[src/rtl/lcd_pxl_pkg.sv]
/* pixel path types */
`default_nettype none

package lcd_pxl_pkg;

    // scroll pixel, idx 0 is transparent
    typedef struct packed {
        logic [3:0] col;        // palette number
        logic [1:0] idx;        // color index
    } lyr_pxl_t;

    // object pixel, scroll fields plus priority
    typedef struct packed {
        lyr_pxl_t   pxl;
        logic [1:0] prio;       // 0 hidden, 1 back, 2 middle, 3 front
    } obj_pxl_t;

    // winning layer, also the top bits of both palette addresses
    typedef enum logic [1:0] {
        LYR_SCR1 = 2'd0,
        LYR_SCR2 = 2'd1,
        LYR_OBJ  = 2'd2,
        LYR_BACK = 2'd3
    } lyr_e;

    // registered output of the priority stage
    typedef struct packed {
        logic [7:0] addr;       // color table address
        logic [4:0] mono_addr;  // shade table address
        logic       mono;       // monochrome mode
        logic       blank;      // outside active display
    } mix_pxl_t;

    // color table entry, red in the low nibble
    typedef struct packed {
        logic [3:0] b;
        logic [3:0] g;
        logic [3:0] r;
    } rgb_t;

    typedef logic [3:0] shade_t;    // grey level

endpackage

`default_nettype wire
[src/rtl/layer_prio.sv]
/* layer priority and palette address */
`default_nettype none

module layer_prio import lcd_pxl_pkg::*; (
    input  logic     clk,
    input  logic     rst_n,
    input  logic     pxl_cen,
    input  logic     mode,
    input  logic     scr_order,
    input  logic     oow,       // outside of window
    input  logic [2:0] oowc,
    input  logic     hbl_n,
    input  logic     vbl_n,
    input  lyr_pxl_t scr1,
    input  lyr_pxl_t scr2,
    input  obj_pxl_t obj,
    output mix_pxl_t mix
);

    lyr_pxl_t front, rear;      // scrolls after ordering
    lyr_e     front_l, rear_l;
    lyr_pxl_t sel;              // winning pixel
    lyr_e     sel_l;
    logic     obj_op;

    assign obj_op = obj.pxl.idx != 2'd0;

    // scr_order set puts scroll 2 in front
    always_comb begin
        if (scr_order) begin
            front   = scr2;
            front_l = LYR_SCR2;
            rear    = scr1;
            rear_l  = LYR_SCR1;
        end else begin
            front   = scr1;
            front_l = LYR_SCR1;
            rear    = scr2;
            rear_l  = LYR_SCR2;
        end
    end

    always_comb begin
        sel_l = LYR_BACK;       // default is background at C0
        sel   = '0;
        if (oow) begin
            sel.col = {1'b1, oowc}; // window color, 8+oowc
        end else if (obj_op && obj.prio == 2'd3) begin
            sel_l = LYR_OBJ;
            sel   = obj.pxl;
        end else if (front.idx != 2'd0) begin
            sel_l = front_l;
            sel   = front;
        end else if (obj_op && obj.prio == 2'd2) begin
            sel_l = LYR_OBJ;
            sel   = obj.pxl;
        end else if (rear.idx != 2'd0) begin
            sel_l = rear_l;
            sel   = rear;
        end else if (obj_op && obj.prio == 2'd1) begin
            sel_l = LYR_OBJ;
            sel   = obj.pxl;
        end
    end

    always_ff @(posedge clk) begin
        if (!rst_n) begin
            mix <= '{addr: '0, mono_addr: '0, mono: 1'b0, blank: 1'b1};
        end else if (pxl_cen) begin
            mix.addr      <= {sel_l, sel.col, sel.idx};
            mix.mono_addr <= {sel_l, sel.col[0], sel.idx};  // only one palette bit
            mix.mono      <= mode;
            mix.blank     <= ~hbl_n | ~vbl_n;
        end
    end

endmodule

`default_nettype wire

[config.mk]
export PLATFORM = sky130hd
export DESIGN_NAME = layer_prio
export DESIGN_NICKNAME = d
export VERILOG_FILES = /design/src/rtl/lcd_pxl_pkg.sv /design/src/rtl/layer_prio.sv
export SDC_FILE = /design/constraint.sdc
export NUM_CORES = 1
export LEC_CHECK = 0
export BUFFER_PORTS_ARGS = -buffer_cell sky130_fd_sc_hd__buf_2
export CORE_MARGIN = 3
export CORE_UTILIZATION = 40
export DETAILED_ROUTE_END_ITERATION = 16
export GPL_TIMING_DRIVEN = 0
export PLACE_DENSITY = 0.73
export SLEW_MARGIN = 20
export SYNTH_ARGS = -nofsm -noshare
export SYNTH_HDL_FRONTEND = slang
export SYNTH_SLANG_ARGS = --single-unit
[constraint.sdc]
create_clock -name clk -period 1.4 [get_ports clk]
set_clock_uncertainty 0.1 [all_clocks]
set_input_delay 0.07 -clock clk [delete_from_list [all_inputs] [get_ports clk]]
set_output_delay 0.07 -clock clk [all_outputs]
set_load 0.1 [all_outputs]
==> metrics.csv <==
stage;metric;value;unit
floorplan;core_area;0.00202;mm^2
outcome;violations;negative hold slack;
cells_and_area;fillers;203;
clock_tree;clk_pin_slew;0.06;ns
floorplan;fp.dieW;52.9;um
setup_path;cp.arrival;1.39;ns
outcome;status;complete, but fails checks;
logic_synthesis;synth-edff-count;0;
pwr;powerDensity;857;mW/mm^2
setup_path;r2r_slack;0.26;ns
floorplan;dieArea;0.00280;mm^2
setup_path;critPathTopFamily;buffers and inverters;
clock_tree;clock_insertion_delay_worst_skew;0.26;ns
timing;finalHoldViolCount;1;
setup_path;cp_num_buf_inv;2;
logic_synthesis;synthTopCellsByCount;o21ai_0 (24), dfxtp_1 (10), nor2_1 (9), a21oi_1 (7), nand2_1 (7);
cells_and_area;fin_nets;202;
cells_and_area;finalNonFillerCells;196;
cells_and_area;top_regs;mix (10);
clock_tree;clock_sinks;10;
logic_synthesis;postSynthCellCount;120;
timing;timing.final.crit_share;96.5;%
cells_and_area;multiInputGateArea;604;um^2
route;via_count;1095;
cells_and_area;top_register;mix;
route;drt_iter0_drc;44;
timing;fmax;740;MHz
logic_synthesis;avgSynthCellArea;7.33;um^2
clock_tree;cts_root_buf;clkbuf_4;
logic_synthesis;synth_flop_cell;dfxtp_1;
cells_and_area;largest_reg_flops;10;
logic_synthesis;yosys_warnings;0;
setup_path;r2r_start;mix[9];
place;io_buffer_count;44;
place;hpwl;2160;um
timing;worst-slew-pin-transition;0.578;ns
logic_synthesis;syn_area;880;um^2
setup_path;crit_chain;clkbuf_1 > buf_2 > mux2i_1 > o21bai_1 > a221oi_1 > nor3_1;
timing;worst_hold_slack;-0.000963;ns
logic_synthesis;synth_seq_cells;10;
cells_and_area;post-route-util;59.0;%
timing;setup_ws;0.0496;ns
hold_path;hold_depth;4;
place;pre_cts_ws;-0.225;ns
logic_synthesis;synth.distinct_cells;36;
setup_path;regToRegEndpoint;mix[9];
setup_path;required;1.44;ns
clock_tree;cts_buffers;3;
setup_path;end_kind;flip-flop;
run;drv_cap;0;
logic_synthesis;synth_top_area_share;22.8;%
clock_tree;cts_tree;yes;
pwr;p_leak;0.546;nW
cells_and_area;n_antenna_cell;0;
timing;rsz0062_at_grt;true;
global_routing;grt_pass1_vias;956;
setup_path;cp_max_fo;10;
hold_path;whs_endpoint;mix[0];
logic_synthesis;synth.yosys.seq_area_share;22.8;%
cells_and_area;syn2layout_area_growth;35.7;%
logic_synthesis;post-synth-top-count-cell;o21ai_0;
cells_and_area;drive_gt1_share;41.4;%
route;dr.pass1.iters;4;
setup_path;critPathMaxStageDelay;0.35;ns
global_routing;grt_overflow_total;0;
timing;period_minus_slack;1.35;ns
place;gp_congestion;0.865;
floorplan;num_io_pins;46;
setup_path;worstSetupPathType;primary input to flip-flop;
route;wl;2700;um
timing;slew_violations;0;
setup_path;start_kind;primary input;
route;wl_per_cell;13.8;um
logic_synthesis;synthArstFlopShare;0;%
setup_path;slowest_stage;a221oi_1;
global_routing;antenna_found_initial;0;
logic_synthesis;syn-num-nets;151;
floorplan;die_y;52.9;um
timing;slew_headroom;61.3;%
setup_path;reg2reg_depth;4;
floorplan;std_cell_rows;16;
timing;finalSetupViolCount;0;
logic_synthesis;synth_area_leaders;dfxtp_1 (23%), o21ai_0 (14%), mux2i_1 (5.7%), buf_4 (4.3%), a21oi_1 (4.0%);
global_routing;grt_pass1_wl;4130;um
logic_synthesis;yosysTopAreaCell;dfxtp_1;
route;via_per_inst;5.59;
global_routing;grt_usage;19.6;%
route;detail-route-antenna-nets;0;
hold_path;hold_class;primary input to flip-flop;
hold_path;min_from;vbl_n;
timing;tns;0;ns
pwr;peakVddDrop;0.618;mV
global_routing;grt_start_max_net_pins;11;
clock_tree;clk_path_buf_depth;2;
floorplan;initial_core_util;43.5;%
clock_tree;htree_levels;1;
place;dpl.cell_count;191;
cells_and_area;seq_area;209;um^2
route;post-route-drc-count;0;
[tightest hold or removal path, delay by kind of cell]
family	cells	cell delay, ns
buffers and inverters	1	0.07
AO/OA/AOI/OAI	1	0.07
AND/OR/NAND/NOR	2	0.11
[kinds of logic (layout without fill, tap and decap cells)]
family	after synthesis	count (layout)	synth area share [%]
AO/OA/AOI/OAI	54	54	40.3
AND/OR/NAND/NOR	34	34	19.2
buffers and inverters	15	64	9.53
flip-flops	10	10	22.8
multiplexers	7	7	8.25
[power by group]
part	switching, mW	total, mW	internal (mW)
Combinational	0.371	0.510	0.139
Sequential	0.0101	0.318	0.307
Clock	0.0961	0.195	0.0993
[placed cells by master (no fill, tap or decap), types with 2 or more instances in the layout]
cell	instances
a2111oi_2	2
a21oi_1	7
a221oi_2	2
a31oi_1	4
a32o_1	2
buf_2	45
buf_4	5
clkbuf_1	3
clkbuf_4	3
dfxtp_1	3
dfxtp_2	7
dlygate4sd3_1	2
inv_1	5
mux2i_1	5
nand2_1	7
nand3_1	5
nor2_1	9
nor2b_1	3
nor3_1	2
nor3b_1	3
o21ai_0	24
o21ai_1	3
or2_1	2
[worst max path at each step]
stage | start | endpoint | cells after the start
2_1_floorplan | mix[12] | mix[12] | 2
3_3_place_gp | scr1[0] | mix[9] | 7
3_5_place_dp | scr1[0] | mix[9] | 7
4_1_cts | scr1[0] | mix[9] | 7
5_1_grt | scr_order | mix[11] | 6
6_report | scr_order | mix[11] | 6
[per-layer routing]
layer	vias up	share of wire (%)	GRT usage [%]	wire, um
met5	-	0	0	0
met4	0	0.52	4.26	14
met3	4	7.3	5.07	198
met2	42	50	34.1	1350
met1	504	42	24.0	1140
li1	545	-	-	-
[final cells by class]
cell class | instances | area share [%]
inverters | 5 | 1.57
multi-input cells | 95 | 50.6
well taps | 27 | 2.83
clock buffers | 3 | 1.89
plain buffers | 10 | 5.45
repair buffers | 46 | 20.1
flip-flops and latches | 10 | 17.5
[through the flow]
step | area [um^2] | power [mW]
after floorplan | 888 | 0.698
final | 1190 | 1.02
after detailed placement | 1140 | 0.822
after global routing | 1190 | 1.07
after CTS | 1170 | 1.02
after global placement | 1140 | 0.812
[what timing repair did]
action,in CTS,in global routing
hold endpoints to repair,1,1
setup endpoints to repair,0,1
hold buffers,1,1
buffers inserted,0,0
gates resized for setup,0,2
Power figures use the tool's default switching activity.
