File: src/rtl/pal_bus_pkg.sv
/* CPU palette access */
`default_nettype none

package pal_bus_pkg;

    parameter int COL_AW  = 8;     // 256 color entries
    parameter int MONO_AW = 5;     // 32 shade entries
    parameter int CPU_DW  = 16;    // whole words only

    // one CPU access, selects are plain chip selects
    typedef struct packed {
        logic [7:0]        addr;
        logic [CPU_DW-1:0] wdata;
        logic              we;
        logic              col_cs;  // color table
        logic              mono_cs; // shade table
    } cpu_pal_t;

endpackage

`default_nettype wire

File: src/rtl/lcd_pxl_pkg.sv
/* pixel path types */
`default_nettype none

package lcd_pxl_pkg;

    // scroll pixel, idx 0 is transparent
    typedef struct packed {
        logic [3:0] col;        // palette number
        logic [1:0] idx;        // color index
    } lyr_pxl_t;

    // object pixel, scroll fields plus priority
    typedef struct packed {
        lyr_pxl_t   pxl;
        logic [1:0] prio;       // 0 hidden, 1 back, 2 middle, 3 front
    } obj_pxl_t;

    // winning layer, also the top bits of both palette addresses
    typedef enum logic [1:0] {
        LYR_SCR1 = 2'd0,
        LYR_SCR2 = 2'd1,
        LYR_OBJ  = 2'd2,
        LYR_BACK = 2'd3
    } lyr_e;

    // registered output of the priority stage
    typedef struct packed {
        logic [7:0] addr;       // color table address
        logic [4:0] mono_addr;  // shade table address
        logic       mono;       // monochrome mode
        logic       blank;      // outside active display
    } mix_pxl_t;

    // color table entry, red in the low nibble
    typedef struct packed {
        logic [3:0] b;
        logic [3:0] g;
        logic [3:0] r;
    } rgb_t;

    typedef logic [3:0] shade_t;    // grey level

endpackage

`default_nettype wire
File: src/rtl/pal_bank.sv
/* palette bank */
`default_nettype none

module pal_bank import lcd_pxl_pkg::*, pal_bus_pkg::*; #(
    parameter int COL_AW  = pal_bus_pkg::COL_AW,
    parameter int MONO_AW = pal_bus_pkg::MONO_AW
) (
    input  logic              clk,
    input  logic              rst_n,
    input  cpu_pal_t          cpu,
    output logic [CPU_DW-1:0] rdata,
    input  mix_pxl_t          mix,
    output rgb_t              col_q,
    output shade_t            shade_q
);

    logic              col_we, mono_we;
    logic              rd, rd_q, rd_col_q;
    rgb_t              cpu_col;
    shade_t            cpu_shade;
    logic [CPU_DW-1:0] rd_mux, hold_q;

    assign col_we  = cpu.we & cpu.col_cs;
    assign mono_we = cpu.we & cpu.mono_cs;
    assign rd      = ~cpu.we & (cpu.col_cs | cpu.mono_cs);

    pal_ram #(.AW(COL_AW), .entry_t(rgb_t)) u_col (
        .clk     (clk),
        .we      (col_we),
        .waddr   (COL_AW'(cpu.addr)),
        .wdata   (rgb_t'(cpu.wdata[11:0])),  // top nibble dropped
        .raddr_a (COL_AW'(cpu.addr)),
        .q_a     (cpu_col),
        .raddr_b (COL_AW'(mix.addr)),
        .q_b     (col_q)
    );

    pal_ram #(.AW(MONO_AW), .entry_t(shade_t)) u_mono (
        .clk     (clk),
        .we      (mono_we),
        .waddr   (MONO_AW'(cpu.addr)),
        .wdata   (shade_t'(cpu.wdata[3:0])),
        .raddr_a (MONO_AW'(cpu.addr)),
        .q_a     (cpu_shade),
        .raddr_b (MONO_AW'(mix.mono_addr)),
        .q_b     (shade_q)
    );

    // remember which table the read went to
    always_ff @(posedge clk) begin
        if (!rst_n) begin
            rd_q     <= 1'b0;
            rd_col_q <= 1'b0;
            hold_q   <= '0;
        end else begin
            rd_q     <= rd;
            rd_col_q <= rd ? cpu.col_cs : rd_col_q;  // color wins if both
            hold_q   <= rdata;
        end
    end

    assign rd_mux = rd_col_q ? {4'h0, cpu_col} : {12'h0, cpu_shade};
    assign rdata  = rd_q ? rd_mux : hold_q;   // held between reads

endmodule

`default_nettype wire

File: src/rtl/pal_ram.sv
/* dual read palette memory */
`default_nettype none

module pal_ram #(
    parameter int  AW      = 8,
    parameter type entry_t = logic [11:0]
) (
    input  logic          clk,
    input  logic          we,
    input  logic [AW-1:0] waddr,
    input  entry_t        wdata,
    input  logic [AW-1:0] raddr_a,   // CPU side
    output entry_t        q_a,
    input  logic [AW-1:0] raddr_b,   // pixel side
    output entry_t        q_b
);

    entry_t mem [2**AW];

    // single write port, CPU only
    always_ff @(posedge clk) begin
        if (we) begin
            mem[waddr] <= wdata;
        end
    end

    // both reads registered, old data on collision
    always_ff @(posedge clk) begin
        q_a <= mem[raddr_a];
        q_b <= mem[raddr_b];
    end

endmodule

`default_nettype wire

File: config.mk
export PLATFORM = sky130hd
export DESIGN_NAME = pal_bank
export DESIGN_NICKNAME = d
export VERILOG_FILES = /design/src/rtl/pal_bus_pkg.sv /design/src/rtl/lcd_pxl_pkg.sv /design/src/rtl/pal_bank.sv /design/src/rtl/pal_ram.sv
export SDC_FILE = /design/constraint.sdc
export NUM_CORES = 2
export LEC_CHECK = 0
export BUFFER_PORTS_ARGS = -buffer_cell sky130_fd_sc_hd__buf_2
export CORE_UTILIZATION = 57
export CTS_CLUSTER_DIAMETER = 80
export CTS_CLUSTER_SIZE = 14
export DETAILED_ROUTE_END_ITERATION = 6
export PLACE_DENSITY = 0.69
export SETUP_SLACK_MARGIN = 0.1
export SLEW_MARGIN = 20
export SYNTH_ARGS = -nofsm -noshare
export SYNTH_HDL_FRONTEND = slang
export SYNTH_SLANG_ARGS = --single-unit
File: constraint.sdc
create_clock -name clk -period 5.6 [get_ports clk]
set_input_delay 0.56 -clock clk [delete_from_list [all_inputs] [get_ports clk]]
set_output_delay 0.56 -clock clk [all_outputs]
set_load 0.01 [all_outputs]
==> flow_metrics.py <==
metrics = {
    "synth": {
        "syn_area_um2": 150300,
        "synthFlopType": "edfxtp_1",
        "synth_cell_types": 60,
        "ys_warn_count": 0,
        "async_reset_ff_frac": 0,
        "synthCells": 7350,
        "avgSynthCellArea_um2": 20.45,
        "synth_edf_count": 3200,
        "syn_nets": 7394,
        "ys_ff_latch": 3250,
        "seq_area_frac_synth": 0.6461,
    },
    "cells_and_area": {
        "drive_gt1_frac": 0.3479,
        "final_common_cell": "edfxtp_1",
        "layout_common_cells": "3,200 x edfxtp_1, 1,650 x mux4_2, 559 x buf_4",
        "syn2layout_area_growth_pct": 10.05,
        "fin_cells": 11360,
        "nNetsFinal": 7777,
    },
    "floorplanning": {
        "start_util": 0.5730,
        "core_region_area_um2": 262300,
        "die_h_um": 515.5,
        "ios": 76,
        "die_area_um2": 265700,
        "rows": 188,
        "die_w_um": 515.5,
    },
    "placed_design": {
        "io_buffers": 69,
        "place_ws_ns": 0.8079,
        "gp_congestion": 1.036,
        "dp_cells": 10960,
        "dpl.hpwl_um": 332400,
    },
    "critical_path": {
        "crit_start": "mix[7]",
        "crit_slowest_cell": "nor3_1",
        "startpoint_type": "input port",
        "timing.rr.start": "u_col.mem[219][1]",
        "max_stage_delay_ns": 0.92,
        "end_kind": "register",
        "crit_chain": "buf_12 > buf_4 > mux4_2 > mux2_2 > a221oi_1 > o31ai_1 > nor3_1 > buf_4 > nor4_1",
        "required_ns": 6.32,
        "path_buf_inv": 3,
        "crit_type": "in2reg",
        "cp_common_cell": "buf_4",
        "cpLargestDelayFamily": "buffers and inverters",
        "arrival_ns": 4.80,
        "crit_fanout": 45,
    },
    "timing": {
        "slew_headroom": 0.02018,
        "finClkSkew_ns": 0.05963,
        "setup_viol": 0,
        "rsz0062_at_grt": "no",
        "fmax_mhz": 245.1,
        "slew_violations": 0,
        "setup_slack_ns": 1.520,
        "post-route-period-util": 0.7286,
        "setup_tns_ns": 0,
        "final_hold_viol_count": 0,
        "min_period_ns": 4.080,
        "worstMarginPinSlew_ns": 1.459,
    },
    "detailed_routing": {
        "drt_wl_total_um": 505000,
        "first_pass_iters": 7,
        "drtIter0Drc": 15440,
        "vias": 88150,
        "viasPerCell": 7.761,
        "wl_per_cell_um": 44.46,
        "detail-route-antenna-nets": 0,
        "drc": 4,
    },
    "grt": {
        "grt_usage": 0.3833,
        "grt_pass1_wl_um": 693500,
        "overflow": 0,
        "grt_max_degree": 200,
        "antenna_found_initial": 46,
        "grt_pass1_vias": 85730,
    },
    "power_and_ir_drop": {
        "leakagePower_uw": 0.05224,
        "ir_drop_uv": 255.5,
        "powerDensity_nw_per_um2": 297.7,
    },
    "cts": {
        "clockBufferDepth": 4,
        "h-tree-depth": 5,
        "tritoncts": "done",
        "insertion_delay_ns": 0.89,
        "cts.clk_slew.worst_paths_ns": 0.07,
        "clock_sinks": 3250,
        "cts-root-buf": "clkbuf_16",
        "numCtsBuffers": 275,
        "postCtsSetupRepairBufs": 0,
    },
    "flow_run": {
        "cap_viol_max_count": 0,
    },
    "outcome": {
        "failed_checks": "design-rule violations",
        "status": "finished, violations left",
    },
    "min_path": {
        "hold_path.startpoint": "cpu[5]",
        "hold_path_class": "in2reg",
    },
}
## cell type report
| class | count | area (µm²) |
|---|---|---|
| timing repair buffer | 693 | 6035 |
| clock buffer | 341 | 7267 |
| antenna | 28 | 70.07 |
| inverter | 15 | 71.32 |
| tap | 3515 | 4398 |
| sequential | 3250 | 97090 |
| clock inverter | 19 | 230.2 |
| fill | 17890 | 96910 |
| multi-input combinational | 3498 | 50200 |
## final timing paths
check	end	slack, ns	cells after the start
setup / recovery	u_col.q_b[0]	1.52	9
hold / removal	u_col.mem[239][2]	0.10	1
setup reg to reg	u_col.q_b[1]	1.94	7
hold reg to reg	hold_q[12]	0.60	2
## layer usage
layer  vias to the layer above  track usage  share of wire
met5                         -    0.0005479        0.00047
met4                        36       0.2293          0.071
met3                      1340       0.1218           0.14
met2                      7254       0.5599           0.45
met1                     46760       0.5081           0.34
li1                      32760            -              -
## power breakdown
| group | total (µW) | internal [µW] | switching [µW] |
|---|---|---|---|
| combinational | 4580 | 1700 | 2890 |
| clock | 17800 | 9120 | 8670 |
| sequential | 26800 | 26800 | 80.9 |
| total | 49200 | 37600 | 11600 |
## repair_timing
item | 4_1_cts | 5_1_grt
hold buffers | 4 | 0
resized for setup | 0 | 0
hold endpoints to repair | 6 | 0
## sequential cells by signal, summed over array words and instances, names as in the netlist
name / cells
u_col.mem: 3072
u_mono.mem: 128
hold_q: 16
u_col.q_a: 12
u_col.q_b: 12
u_mono.q_a: 4
u_mono.q_b: 4
rd_col_q: 1
rd_q: 1
## cells by family after synthesis
group | share of synthesized area
AOI/OAI and AO/OA | 0.02683
buffers and inverters | 0.02097
DFF | 0.6461
muxes | 0.2836
and+or+nand+nor | 0.02251
## cells in the mapped netlist (all sizes together) (29+ instances only)
cell type	instances	area share
nor3	106	0.0035
nand2	165	0.0041
clkbuf	199	0.0050
dfxtp	50	0.0067
mux2i	512	0.034
mux2	29	0.0022
nor2	314	0.0078
buf	388	0.016
o221ai	138	0.0080
o22ai	133	0.0055
mux4	1650	0.25
edfxtp	3200	0.64
a22oi	49	0.0024
a21oi	97	0.0032
nor4	34	0.0014
## worst reg2reg max path, cell delays in order, from the launching register on
cell and delay (ns):
edfxtp_1 0.38, mux4_2 0.50, mux2_2 0.38, a221oi_1 0.78, o31ai_1 0.21, nor3_1 0.90, buf_4 0.29, nor4_1 0.06
## through the flow
stage | power (µW) | instance area (µm²) | util | hold slack, ns
after floorplan | 29810 | 150300 | - | 0.6274
after global placement | 31770 | 157600 | 0.6009 | 0.5717
after detailed placement | 31830 | 157600 | 0.6010 | 0.5849
after CTS | 49180 | 165200 | 0.6297 | 0.07083
after global routing | 50150 | 165300 | 0.6303 | 0.08773
final | 49230 | 165400 | 0.6305 | 0.1005
(Power assumes the default switching activity.)
