$ cat src/rtl/lcd_pxl_pkg.sv
/* pixel path types */
`default_nettype none

package lcd_pxl_pkg;

    // scroll pixel, idx 0 is transparent
    typedef struct packed {
        logic [3:0] col;        // palette number
        logic [1:0] idx;        // color index
    } lyr_pxl_t;

    // object pixel, scroll fields plus priority
    typedef struct packed {
        lyr_pxl_t   pxl;
        logic [1:0] prio;       // 0 hidden, 1 back, 2 middle, 3 front
    } obj_pxl_t;

    // winning layer, also the top bits of both palette addresses
    typedef enum logic [1:0] {
        LYR_SCR1 = 2'd0,
        LYR_SCR2 = 2'd1,
        LYR_OBJ  = 2'd2,
        LYR_BACK = 2'd3
    } lyr_e;

    // registered output of the priority stage
    typedef struct packed {
        logic [7:0] addr;       // color table address
        logic [4:0] mono_addr;  // shade table address
        logic       mono;       // monochrome mode
        logic       blank;      // outside active display
    } mix_pxl_t;

    // color table entry, red in the low nibble
    typedef struct packed {
        logic [3:0] b;
        logic [3:0] g;
        logic [3:0] r;
    } rgb_t;

    typedef logic [3:0] shade_t;    // grey level

endpackage

`default_nettype wire
$ cat src/rtl/lcd_out.sv
/* LCD output stage */
`default_nettype none

module lcd_out import lcd_pxl_pkg::*; (
    input  logic       clk,
    input  logic       rst_n,
    input  logic       pxl_cen,
    input  logic       lcd_neg,
    input  mix_pxl_t   mix,
    input  rgb_t       col_q,
    input  shade_t     shade_q,
    output logic [3:0] red,
    output logic [3:0] green,
    output logic [3:0] blue
);

    rgb_t pal, neg, pix;

    // grey from the shade table in mono mode
    always_comb begin
        if (mix.mono) begin
            pal = '{b: shade_q, g: shade_q, r: shade_q};
        end else begin
            pal = col_q;
        end
    end

    always_comb begin
        neg.r = 4'hf - pal.r;
        neg.g = 4'hf - pal.g;
        neg.b = 4'hf - pal.b;
        pix   = lcd_neg ? neg : pal;
        if (mix.blank) begin
            pix = '0;           // black outside active area
        end
    end

    always_ff @(posedge clk) begin
        if (!rst_n) begin
            red   <= 4'h0;
            green <= 4'h0;
            blue  <= 4'h0;
        end else if (pxl_cen) begin
            red   <= pix.r;
            green <= pix.g;
            blue  <= pix.b;
        end
    end

endmodule

`default_nettype wire

$ cat config.mk
export PLATFORM = sky130hd
export DESIGN_NAME = lcd_out
export DESIGN_NICKNAME = d
export VERILOG_FILES = /design/src/rtl/lcd_pxl_pkg.sv /design/src/rtl/lcd_out.sv
export SDC_FILE = /design/constraint.sdc
export NUM_CORES = 1
export LEC_CHECK = 0
export ABC_CLOCK_PERIOD_IN_PS = 1050
export BUFFER_PORTS_ARGS = -buffer_cell sky130_fd_sc_hd__buf_2
export CAP_MARGIN = 10
export CORE_MARGIN = 5
export CORE_UTILIZATION = 36
export DETAILED_ROUTE_END_ITERATION = 7
export GPL_ROUTABILITY_DRIVEN = 0
export PLACE_DENSITY = 0.74
export SLEW_MARGIN = 20
export SYNTH_ARGS = -nofsm -noshare
export SYNTH_HDL_FRONTEND = slang
export SYNTH_SLANG_ARGS = --single-unit
$ cat constraint.sdc
create_clock -name clk -period 1.05 [get_ports clk]
set_clock_uncertainty 0.2 [all_clocks]
set_input_delay 0.1575 -clock clk [delete_from_list [all_inputs] [get_ports clk]]
set_output_delay 0.1575 -clock clk [all_outputs]
set_load 0.02 [all_outputs]
==> results, run 1 <==
- The flow ran to the end, but the final reports show violations.
- The checks that failed: negative setup slack.
- The finished cells cover 1010 sq um.
- The DRC violation count after routing is 0.
- Across the VDD grid, the largest voltage drop is 0.000755 V.
- Dividing the detail-routed via count by the number of cells gives 4.67.
- The maximum achievable frequency is 911 MHz.
- Setup repair after global routing could not meet its margin everywhere.
- The number of global-route vias before repair is 605.
- The final layout contains 139 nets.
- The number of nets in the synthesized netlist is 102.
- The power per standard cell area is 1100 nW/um^2.
- The number of maximum-capacitance violations is 0.
- The signal on the critical path passes through buf_6.
- The worst endpoint required time is 0.69 ns.
- Summing every instance area after synthesis gives 687 sq um.
- The starting utilization of the core area is 38.9%.
- The arrival time at the worst endpoint is 0.74 ns.
- The area of the multi-input gates is 405 sq um.
- The count of antenna-violating nets left after detailed routing is 0.
- Counting distinct cell types in the post-synthesis netlist gives 10.
- Once placement finished, the instance area stood at 877 sq um.
- The average instance in the mapped netlist occupies 10.3 sq um.
- In this run, synthesis produced a sequential element count of 12.
- The floorplan die height is 53.7 um.
- For this run, the register share of the synthesized area comes to 35.0%.
- The share of layout cells above drive strength 1 is 54.4%.
- The final worst setup slack is -0.0482 ns.
- The path category of the worst min-delay check is in2reg.
- The total net switching power is 278 uW.
- The first-pass iteration count of the detailed router is 3.
- The clock tree from TritonCTS is done.
- The routed layout has 598 vias.
- Synthesis produced a netlist whose cell count is 67.
- Global routing finished with a remaining overflow of 0.
- The detailed-route wire length per cell is 13.3 um.
- Net switching is 25.0% of the power.
- Global routing consumed, over all layers together, 13.0% of the routing resources.
- The register share of total power is 45.0%.
- The first routing iteration left 4 violations.
- In this run, CTS created clock tree buffers numbering 3.
- The type of element launching the critical path is a register.
- The final-report hold violation count is 0.
- The library cells used most frequently in the layout, excluding fill and tap cells, are sky130_fd_sc_hd__mux2i_1 (22), sky130_fd_sc_hd__buf_2 (21).
- The most common cell after layout, fill and taps aside is sky130_fd_sc_hd__mux2i_1.
- 0 antenna diodes ended up in the layout.
- Summed over all nets, the half-perimeter wirelength after detailed placement is 1290 um.
- Clock latency on the worst-skew pair, taken at its later pin, is 0.27 ns.
- The relative slew slack is 75.2%.
- The post-route core utilization is 57.3%.
- The number of inserted filler cells in the final layout is 171.
- Combinational logic is responsible for 23.0% of the overall power.
- The clock-pin slew on the worst setup and hold paths is 0.08 ns.
- The internal portion of the total power is 836 uW.
- The area of the placeable core is 1760 sq um.
- The number of primary I/O pins is 47.
- The initial antenna violation count came to 0.
- From left edge to right edge, the die measures 53.7 um.
- The synthesis-to-finish area growth is 47.2%.
- After detailed routing, the total wire length is 1700 um.
- The global-route wire length before repair is 2760 um.
- Entering global routing, the biggest net connects 13 pins.
- The number of buffers on the longest clock path is 2.
- The warning count from the yosys run is 0.
- The floorplan step defined a die boundary enclosing 2880 sq um.
- The critical path start-end classification is reg2out.
- Buffers placed on the I/O ports in this run total 33.
- The tree is rooted in a sky130_fd_sc_hd__clkbuf_4.
- The largest fanout on the critical path is 2.
- The register cell area after layout is 255 sq um.
- The total setup buffers inserted after CTS is 0.
- The number of buffers and inverters on the critical path is 1.
- The worst path uses 105% of the clock period.
- The stage delay of the slowest cell on the critical path is 0.36 ns.
- CTS built an H-tree with a depth of 1.
- Across all hold checks on the routed design, the worst slack comes to 0.0229 ns.
- The cell row count is 15.
- The proportion of power drawn by the clock network is 32.0%.
- Setup violations remaining at the end of the flow were counted as 12.
- For the pin with the worst max-slew slack, the measured transition is 0.372 ns.
- The post-route minimum period is 1.10 ns.
- The cell at the slowest stage of the critical path is sky130_fd_sc_hd__dfxtp_2.
- Clock tree synthesis found a total of 12 sinks.
- The static leakage is 0.540 nW.
- STA classifies the critical path endpoint as an output pin.
- The category of cells accounting for the largest share of critical-path delay is flip-flops.
- The final number of max-transition violations is 0.
- The pre-CTS worst setup slack is -0.230 ns.
cell usage after synthesis:
cell                       instances  area share [%]
sky130_fd_sc_hd__mux2i_1          24              35
sky130_fd_sc_hd__dfxtp_1          12              35
sky130_fd_sc_hd__nand2_1          12             6.6
sky130_fd_sc_hd__nand3b_1         12              13
sky130_fd_sc_hd__buf_2             2             1.5
sky130_fd_sc_hd__and4b_1           1             1.5
sky130_fd_sc_hd__and4bb_2          1             1.8
sky130_fd_sc_hd__buf_12            1             2.9
sky130_fd_sc_hd__buf_4             1             1.1
sky130_fd_sc_hd__buf_6             1             1.6
registers in the layout (all words and copies together), names as in the netlist:
signal	count
blue	4
green	4
red	4
final timing paths:
path | startpoint | end | slack (ns) | cells after the start
worst max-delay path | blue[0] | blue[0] | -0.05 | 1
worst min-delay path | col_q[5] | green[1] | 0.02 | 4
worst max register to register | blue[3] | blue[3] | 0.27 | 2
worst min register to register | green[1] | green[1] | 0.27 | 2
metal layers:
layer / wire (um) / track usage [%] / up-vias
met3: 94 / 3.60 / 2
met1: 688 / 14.8 / 275
li1: - / - / 311
met2: 901 / 23.4 / 10
met4: 12 / 3.83 / 0
met5: 0 / 0 / -
power by group through the flow:
stage	clock [mW]	combinational, mW	sequential, mW
6_report	0.356	0.256	0.502
5_1_grt	0.395	0.278	0.504
4_1_cts	0.370	0.251	0.501
3_5_place_dp	0	0.224	0.501
3_3_place_gp	0	0.220	0.501
2_1_floorplan	0	0.107	0.530
metrics by stage:
step	TNS, ns	total power [mW]	std cells
after floorplan	0	0.637	67
after global placement	-2.01	0.721	124
after detailed placement	-2.12	0.725	124
after CTS	-0.444	1.12	128
after global routing	-0.764	1.18	128
final	-0.351	1.11	128
cells by family after synthesis:
group,after synthesis,share of synthesized area [%]
AND/OR/NAND/NOR,26,23.0
multiplexers,24,35.0
buffers and inverters,5,7.10
flip-flops,12,35.0
worst register-to-register path, cell delays in order, from the launching register on:
cell                       delay (ns)
sky130_fd_sc_hd__dfxtp_2         0.33
sky130_fd_sc_hd__nand3b_1        0.08
sky130_fd_sc_hd__nand2_1         0.06
final cells by class:
type,count,share of cell area (%)
Sequential cell,12,25.2
Clock buffer,4,3.59
Timing Repair Buffer,37,28.0
Multi-Input combinational cell,50,40.1
Tap cell,25,3.09
timing repair:
item | 4_1_cts | 5_1_grt
hold buffers | 0 | 0
gates resized for setup | 36 | 2
hold endpoints to repair | 0 | 0
endpoints found under the setup margin | 12 | 14
Note: power is estimated with default switching activity, not from simulation.
==> inputs of run 2 (changes only) <==
--- a/config.mk
+++ b/config.mk
@@ -5,14 +5,13 @@
 export SDC_FILE = /design/constraint.sdc
 export NUM_CORES = 1
 export LEC_CHECK = 0
-export ABC_CLOCK_PERIOD_IN_PS = 1050
 export BUFFER_PORTS_ARGS = -buffer_cell sky130_fd_sc_hd__buf_2
 export CAP_MARGIN = 10
 export CORE_MARGIN = 5
-export CORE_UTILIZATION = 36
+export CORE_UTILIZATION = 40
 export DETAILED_ROUTE_END_ITERATION = 7
 export GPL_ROUTABILITY_DRIVEN = 0
-export PLACE_DENSITY = 0.74
+export PLACE_DENSITY = 0.78
 export SLEW_MARGIN = 20
 export SYNTH_ARGS = -nofsm -noshare
 export SYNTH_HDL_FRONTEND = slang
==> constraint.sdc (replaced) <==
create_clock -name clk -period 1.1 [get_ports clk]
set_clock_uncertainty 0.2 [all_clocks]
set_input_delay 0.165 -clock clk [delete_from_list [all_inputs] [get_ports clk]]
set_output_delay 0.165 -clock clk [all_outputs]
set_load 0.02 [all_outputs]
==> run 2 against run 1 <==
Sequential power fell by 4.8%; design area fell by 0.62%; final cell count fell by 5.5%; count of clock-buffer cells in the layout did not move; die area fell by 8.2%; sequential share of layout area rose by 0.16 points; critical path type unchanged; combinational power fell by 4%; first-iteration DRC count rose by 100%; non-clock buffer count rose by 1; register-to-register slack got worse by 0.07 ns; flip-flop and latch count did not move; the flow now finishes without violations; via count rose by 2.0%.
==> results, run 2 (synthesized netlist as in run 1, its figures left out) <==
- The number of failing setup endpoints in the final timing report was 0 (was 12).
- The DRC violation count after routing is 0 (unchanged).
- The power per standard cell area is 1060 nW/um^2 (was 1100 nW/um^2).
- The die footprint is 2650 sq um (was 2880 sq um).
- Unrepaired setup endpoints after global routing: yes (unchanged).
- The total number of H-tree levels is 1 (unchanged).
- The worst slack on hold paths came to 0.0330 ns (was 0.0229 ns).
- The number of buffers and inverters on the critical path came to 1 (unchanged).
- Commonest cells after routing, fill and taps aside: sky130_fd_sc_hd__mux2i_1 (23), sky130_fd_sc_hd__buf_2 (21) (was sky130_fd_sc_hd__mux2i_1 (22), sky130_fd_sc_hd__buf_2 (21)).
- The number of clock sinks was 12 (unchanged).
- The count of buffers from port buffering was 33 (unchanged).
- The largest fanout on the critical path is 2 (unchanged).
- The floorplan die height is 51.4 um (was 53.7 um).
- The number of buffers on the longest clock path was 2 (unchanged).
- The violation count after the first detailed-routing iteration is 8 (was 4).
- The starting utilization of the core area is 41.1% (was 38.9%).
- The residual overflow from global routing is 0 (unchanged).
- The final number of max-transition violations is 0 (unchanged).
- The die width came to 51.4 um (was 53.7 um).
- The clock insertion delay at the later pin of the skew report was 0.26 ns (was 0.27 ns).
- The arrival time at the worst endpoint is 0.73 ns (was 0.74 ns).
- The first-pass iteration count of the detailed router is 4 (was 3).
- The detailed-placement wirelength estimate is 1220 um (was 1290 um).
- Largest registers: blue (4), green (4), red (4) (unchanged).
- The synthesis-to-finish area growth is 46.3% (was 47.2%).
- The post-layout net count is 140 (was 139).
- The most common cell after layout, fill and taps aside is sky130_fd_sc_hd__mux2i_1 (unchanged).
- The count of antenna-violating nets left after detailed routing is 0 (unchanged).
- The maximum ir drop on the vdd rail is 0.000706 V (was 0.000755 V).
- The static leakage is 0.548 nW (was 0.540 nW).
- The via-per-instance ratio came to 5.04 (was 4.67).
- The type of element launching the critical path is a register (unchanged).
- The global-route wire length before repair was 2820 um (was 2760 um).
- The launch point of the worst reg-to-reg path is green[0] (was blue[3]).
- The initial antenna violation count is 0 (unchanged).
- The maximum number of pins on one net before global-route repair was 13 (unchanged).
- The clock tree from TritonCTS is done (unchanged).
- The number of cells on the worst reg-to-reg path is 3 (was 2).
- The cell depth of the worst min-delay path is 4 (unchanged).
- The critical path start-end classification is reg2out (unchanged).
- The share of layout cells above drive strength 1 is 53.8% (was 54.4%).
- The number of global-route vias before repair came to 604 (was 605).
- The element type at the critical path end is an output pin (unchanged).
- Outcome: complete, no violations (was finished with violations).
- The final critical path takes up 99.6% of the cycle.
- The clock-pin slew on the worst setup and hold paths was 0.07 ns (was 0.08 ns).
- The category of cells accounting for the largest share of critical-path delay is flip-flops (unchanged).
- The final routed wirelength across all metal layers is 1700 um (about the same).
- The TritonCTS buffer count is 3 (unchanged).
- The area of the placeable core is 1670 sq um (was 1760 sq um).
- The path category of the worst min-delay check is in2reg (unchanged).
- The final-report hold violation count is 0 (unchanged).
- The cell row count is 15 (unchanged).
- The register-to-register path setup slack is 0.20 ns (was 0.27 ns).
- The sink of the worst hold path was green[1] (unchanged).
- The cell at the slowest stage of the critical path was sky130_fd_sc_hd__dfxtp_2 (unchanged).
- The clock root buffer is sky130_fd_sc_hd__clkbuf_4 (unchanged).
- The relative slew slack came to 76.7% (was 75.2%).
- The number of inserted filler cells in the final layout is 144 (was 171).
- The worst path needs 1.10 ns of the cycle, external delays included.
- The count of inserted antenna diode cells is 0 (unchanged).
- The measured slew at the worst slew-check pin is 0.350 ns (was 0.372 ns).
- The post-route core utilization is 60.1% (was 57.3%).
- The number of logic stages on the critical path including buffering is 1 (unchanged).
- The number of maximum-capacitance violations is 0 (unchanged).
- The via count is 610 (was 598).
- The detailed-route wire length per cell is 14.0 um (was 13.3 um).
- The end of the worst register-to-register path is green[0] (was blue[3]).
- The number of primary I/O pins is 47 (unchanged).
- The maximum achievable frequency is 913 MHz.
- The stage delay of the slowest cell on the critical path came to 0.35 ns (was 0.36 ns).
- The setup TNS after final layout is 0 ns (was -0.351 ns).
- The worst endpoint required time is 0.73 ns (was 0.69 ns).
- The overall fraction of global-route tracks in use was 14.3% (was 13.0%).
- The hold path startpoint is col_q[5] (unchanged).
- The number of hold buffers added after CTS was 0 (unchanged).
- Series of cell instances along the critical path: buf_6 (unchanged).
==> run 2: changes by cell type in the layout (fill, tap and decap cells not counted) <==
cell                      delta
sky130_fd_sc_hd__buf_4       +1
sky130_fd_sc_hd__mux2i_1     +1
sky130_fd_sc_hd__mux2i_2     -1
==> run 2: final cells by class <==
cell class | count | area, sq um | area share [%]
multi-input combinational | 50 | 402 | 40.0
timing repair buffer | 38 | 290 | 28.9
sequential | 12 | 255 | 25.4
clock buffer | 4 | 36.3 | 3.61
tap | 17 | 21.3 | 2.12
==> run 2: how the worst max path moves through the flow <==
stage               startpoint        to  slack, ns
floorplan               mix[1]   blue[0]       0.03
global placement        mix[1]   blue[1]      -0.15
detailed placement      mix[1]  green[2]      -0.24
CTS                    blue[3]   blue[3]     -0.005
global route            red[1]    red[1]      -0.04
finish                green[0]  green[0]      0.005
==> run 2: per-stage QoR <==
step / power [mW] / instance area [sq um] / setup slack (ns) / instances
floorplan: 0.606 / 687 / 0.0328 / 67
global placement: 0.683 / 860 / -0.149 / 115
detailed placement: 0.689 / 860 / -0.241 / 115
CTS: 1.07 / 986 / -0.00518 / 119
global route: 1.13 / 1000 / -0.0364 / 121
finish: 1.07 / 1000 / 0.00465 / 121
==> run 2: where the power goes <==
group | switching [mW] | internal, mW
Clock | 0.142 | 0.201
Sequential | 0.0163 | 0.461
Combinational | 0.110 | 0.136
Total | 0.268 | 0.798
==> run 2: what timing repair did <==
action / CTS / global route
gates resized for setup: 36 / 1
endpoints found under the setup margin: 12 / 13
pin swaps: 0 / 0
setup buffers: 0 / 2
==> run 2: layer usage <==
metal	vias up	wire length, um	global-route usage, %
li1	311	-	-
met1	279	678	15.8
met2	18	868	23.9
met3	2	128	3.79
met4	0	19	9.17
met5	-	0	0
==> inputs of run 3 (changes only) <==
--- a/config.mk
+++ b/config.mk
@@ -11,7 +11,8 @@
 export CORE_UTILIZATION = 40
 export DETAILED_ROUTE_END_ITERATION = 7
 export GPL_ROUTABILITY_DRIVEN = 0
-export PLACE_DENSITY = 0.78
+export PLACE_DENSITY_LB_ADDON = 0.1
+export REMOVE_ABC_BUFFERS = 1
 export SLEW_MARGIN = 20
 export SYNTH_ARGS = -nofsm -noshare
 export SYNTH_HDL_FRONTEND = slang
==> run 3 against run 2 <==
Flip-flop and latch count is the same; sequential power about the same; non-clock buffer count is 3 higher; setup slack got worse by 0.0026 ns; register-to-register slack better by 0.03 ns; largest cell class unchanged.
==> results, run 3 (synthesized netlist as in run 1, its figures left out) <==
- The initial antenna violation count came to 0 (unchanged).
- The count of buffers from port buffering is 33 (unchanged).
- The count of antenna-violating nets left after detailed routing came to 0 (unchanged).
- The proportion of power drawn by the clock network came to 32.6% (was 32.2%).
- The die footprint came to 2650 sq um (unchanged).
- The number of buffers on the longest clock path is 2 (unchanged).
- The cell depth of the worst min-delay path is 4 (unchanged).
- The end of the worst register-to-register path was blue[3] (was green[0]).
- Series of cell instances along the critical path: buf_6 (unchanged).
- The pre-CTS worst setup slack is -0.162 ns (was -0.241 ns).
- The total power of the final layout was 1.08 mW (was 1.07 mW).
- The number of primary I/O pins is 47 (unchanged).
- The floorplan die height was 51.4 um (unchanged).
- The measured slew at the worst slew-check pin is 0.409 ns (was 0.350 ns).
- The detailed-route wire length per cell is 12.6 um (was 14.0 um).
- The first-pass iteration count of the detailed router is 4 (unchanged).
- The number of buffers and inverters on the critical path came to 1 (unchanged).
- The residual overflow from global routing is 0 (unchanged).
- The critical path start-end classification is reg2out (unchanged).
- The relative slew slack came to 72.7% (was 76.7%).
- The number of failing setup endpoints in the final timing report came to 0 (unchanged).
- The clock root buffer is sky130_fd_sc_hd__clkbuf_4 (unchanged).
- The via-per-instance ratio is 5.01 (was 5.04).
- The cell at the slowest stage of the critical path is sky130_fd_sc_hd__dfxtp_2 (unchanged).
- The share of layout cells above drive strength 1 was 54.2% (was 53.8%).
- The number of clock sinks is 12 (unchanged).
- The starting utilization of the core area came to 41.1% (unchanged).
- The worst endpoint required time is 0.73 ns (about the same).
- The synthesis-to-finish area growth was 50.8% (was 46.3%).
- The internal portion of total power is 808 uW (was 798 uW).
- The final number of max-transition violations is 0 (unchanged).
- The clock insertion delay at the later pin of the skew report was 0.27 ns (was 0.26 ns).
- The count of inserted antenna diode cells is 0 (unchanged).
- The arrival time at the worst endpoint is 0.73 ns (about the same).
- The final routed wirelength across all metal layers is 1560 um (was 1700 um).
- The type of element launching the critical path is a register (unchanged).
- The path category of the worst min-delay check is in2reg (unchanged).
- The detailed-placement wirelength estimate came to 1160 um (was 1220 um).
- The number of cells on the worst reg-to-reg path came to 3 (unchanged).
- The sink of the worst hold path is blue[3] (was green[1]).
- The hold path startpoint is col_q[11] (was col_q[5]).
- The number of inserted filler cells in the final layout is 157 (was 144).
- The area of the placeable core is 1670 sq um (unchanged).
- The largest fanout on the critical path was 2 (unchanged).
- The part of the total power dissipated in combinational logic is 23.3% (was 23.0%).
- The post-route minimum period is 1.10 ns (about the same).
- The overall fraction of global-route tracks in use is 13.1% (was 14.3%).
- The setup TNS after final layout was 0 ns (unchanged).
- The category of cells accounting for the largest share of critical-path delay is flip-flops (unchanged).
- The total number of H-tree levels is 1 (unchanged).
- The final worst setup slack came to 0.00208 ns (was 0.00465 ns).
- Unrepaired setup endpoints after global routing: yes (unchanged).
- The DRC violation count after routing is 0 (unchanged).
- The number of maximum-capacitance violations was 0 (unchanged).
- The clock tree from TritonCTS was done (unchanged).
- The most common cell after layout, fill and taps aside was sky130_fd_sc_hd__mux2i_1 (unchanged).
- The final-report hold violation count came to 0 (unchanged).
- The global-route wire length before repair came to 2600 um (was 2820 um).
- The maximum ir drop on the vdd rail came to 0.000820 V (was 0.000706 V).
- The die width is 51.4 um (unchanged).
- The number of logic stages on the critical path including buffering is 1 (unchanged).
- The element type at the critical path end is an output pin (unchanged).
- The via count came to 621 (was 610).
- The count of placed standard cells including taps is 118 (was 115).
- The stage delay of the slowest cell on the critical path was 0.35 ns (about the same).
- The maximum achievable frequency is 911 MHz (was 913 MHz).
- The violation count after the first detailed-routing iteration is 5 (was 8).
- The post-layout net count was 143 (was 140).
- The static leakage is 0.568 nW (was 0.548 nW).
- The maximum number of pins on one net before global-route repair is 13 (unchanged).
- The share of the clock period used by the worst path after layout came to 99.8% (was 99.6%).
- The fraction of power spent switching nets is 25.4% (was 25.1%).
- The cell row count is 15 (unchanged).
- The register share of total power is 44.1% (was 44.8%).
- Outcome: complete, no violations (unchanged).
- The clock-pin slew on the worst setup and hold paths was 0.08 ns (was 0.07 ns).
- The power per standard cell area is 1050 nW/um^2 (was 1060 nW/um^2).
- The total net switching power is 275 uW (was 268 uW).
- The worst slack on hold paths came to 0.0185 ns (was 0.0330 ns).
- Largest registers: blue (4), green (4), red (4) (unchanged).
- The launch point of the worst reg-to-reg path is blue[3] (was green[0]).
- The register-to-register path setup slack is 0.23 ns (was 0.20 ns).
- The count of placed standard cells in the final layout, fillers left out is 124 (was 121).
- The number of global-route vias before repair was 619 (was 604).
- The TritonCTS buffer count is 3 (unchanged).
- Commonest cells after routing, fill and taps aside: sky130_fd_sc_hd__mux2i_1 (24), sky130_fd_sc_hd__buf_2 (21) (was sky130_fd_sc_hd__mux2i_1 (23), sky130_fd_sc_hd__buf_2 (21)).
[run 3: repair_timing]
| item | in CTS | in global routing |
|---|---|---|
| buffers inserted | 1 | 1 |
| endpoints found under the setup margin | 12 | 12 |
| resized for setup | 36 | 0 |
| hold buffers | 0 | 0 |
[run 3: through the flow]
stage	area [sq um]	utilization, %
2_1_floorplan	638	-
3_3_place_gp	895	53.6
3_5_place_dp	895	53.6
4_1_cts	1030	61.6
5_1_grt	1040	62.0
6_report	1040	62.0
[run 3: worst max path at each step]
| stage | startpoint | to | slack, ns |
|---|---|---|---|
| after floorplan | mix[0] | blue[0] | 0.10 |
| after CTS | green[3] | green[3] | -0.0007 |
| after global routing | green[3] | green[3] | -0.04 |
| after detailed placement | mix[0] | red[3] | -0.16 |
| final | green[1] | green[1] | 0.002 |
| after global placement | mix[0] | red[3] | -0.15 |
[run 3: layer usage]
metal	share of wire (%)	wire, um	global-route usage [%]
met2	48	742	20.8
met4	2.7	42	9.17
met3	8.6	135	2.92
met1	41	640	15.4
met5	0	0	0
[run 3: layout make-up]
type	count	area, sq um	share of cell area, %
Clock buffer	4	36.3	3.50
Multi-Input combinational cell	50	398	38.4
Sequential cell	12	255	24.6
Tap cell	17	21.3	2.05
Timing Repair Buffer	41	325	31.4
[run 3: power groups by stage]
stage | sequential (mW) | clock [mW] | combinational [mW]
2_1_floorplan | 0.505 | 0 | 0.0771
3_3_place_gp | 0.477 | 0 | 0.222
3_5_place_dp | 0.477 | 0 | 0.224
4_1_cts | 0.477 | 0.358 | 0.253
5_1_grt | 0.480 | 0.398 | 0.273
6_report | 0.477 | 0.353 | 0.253
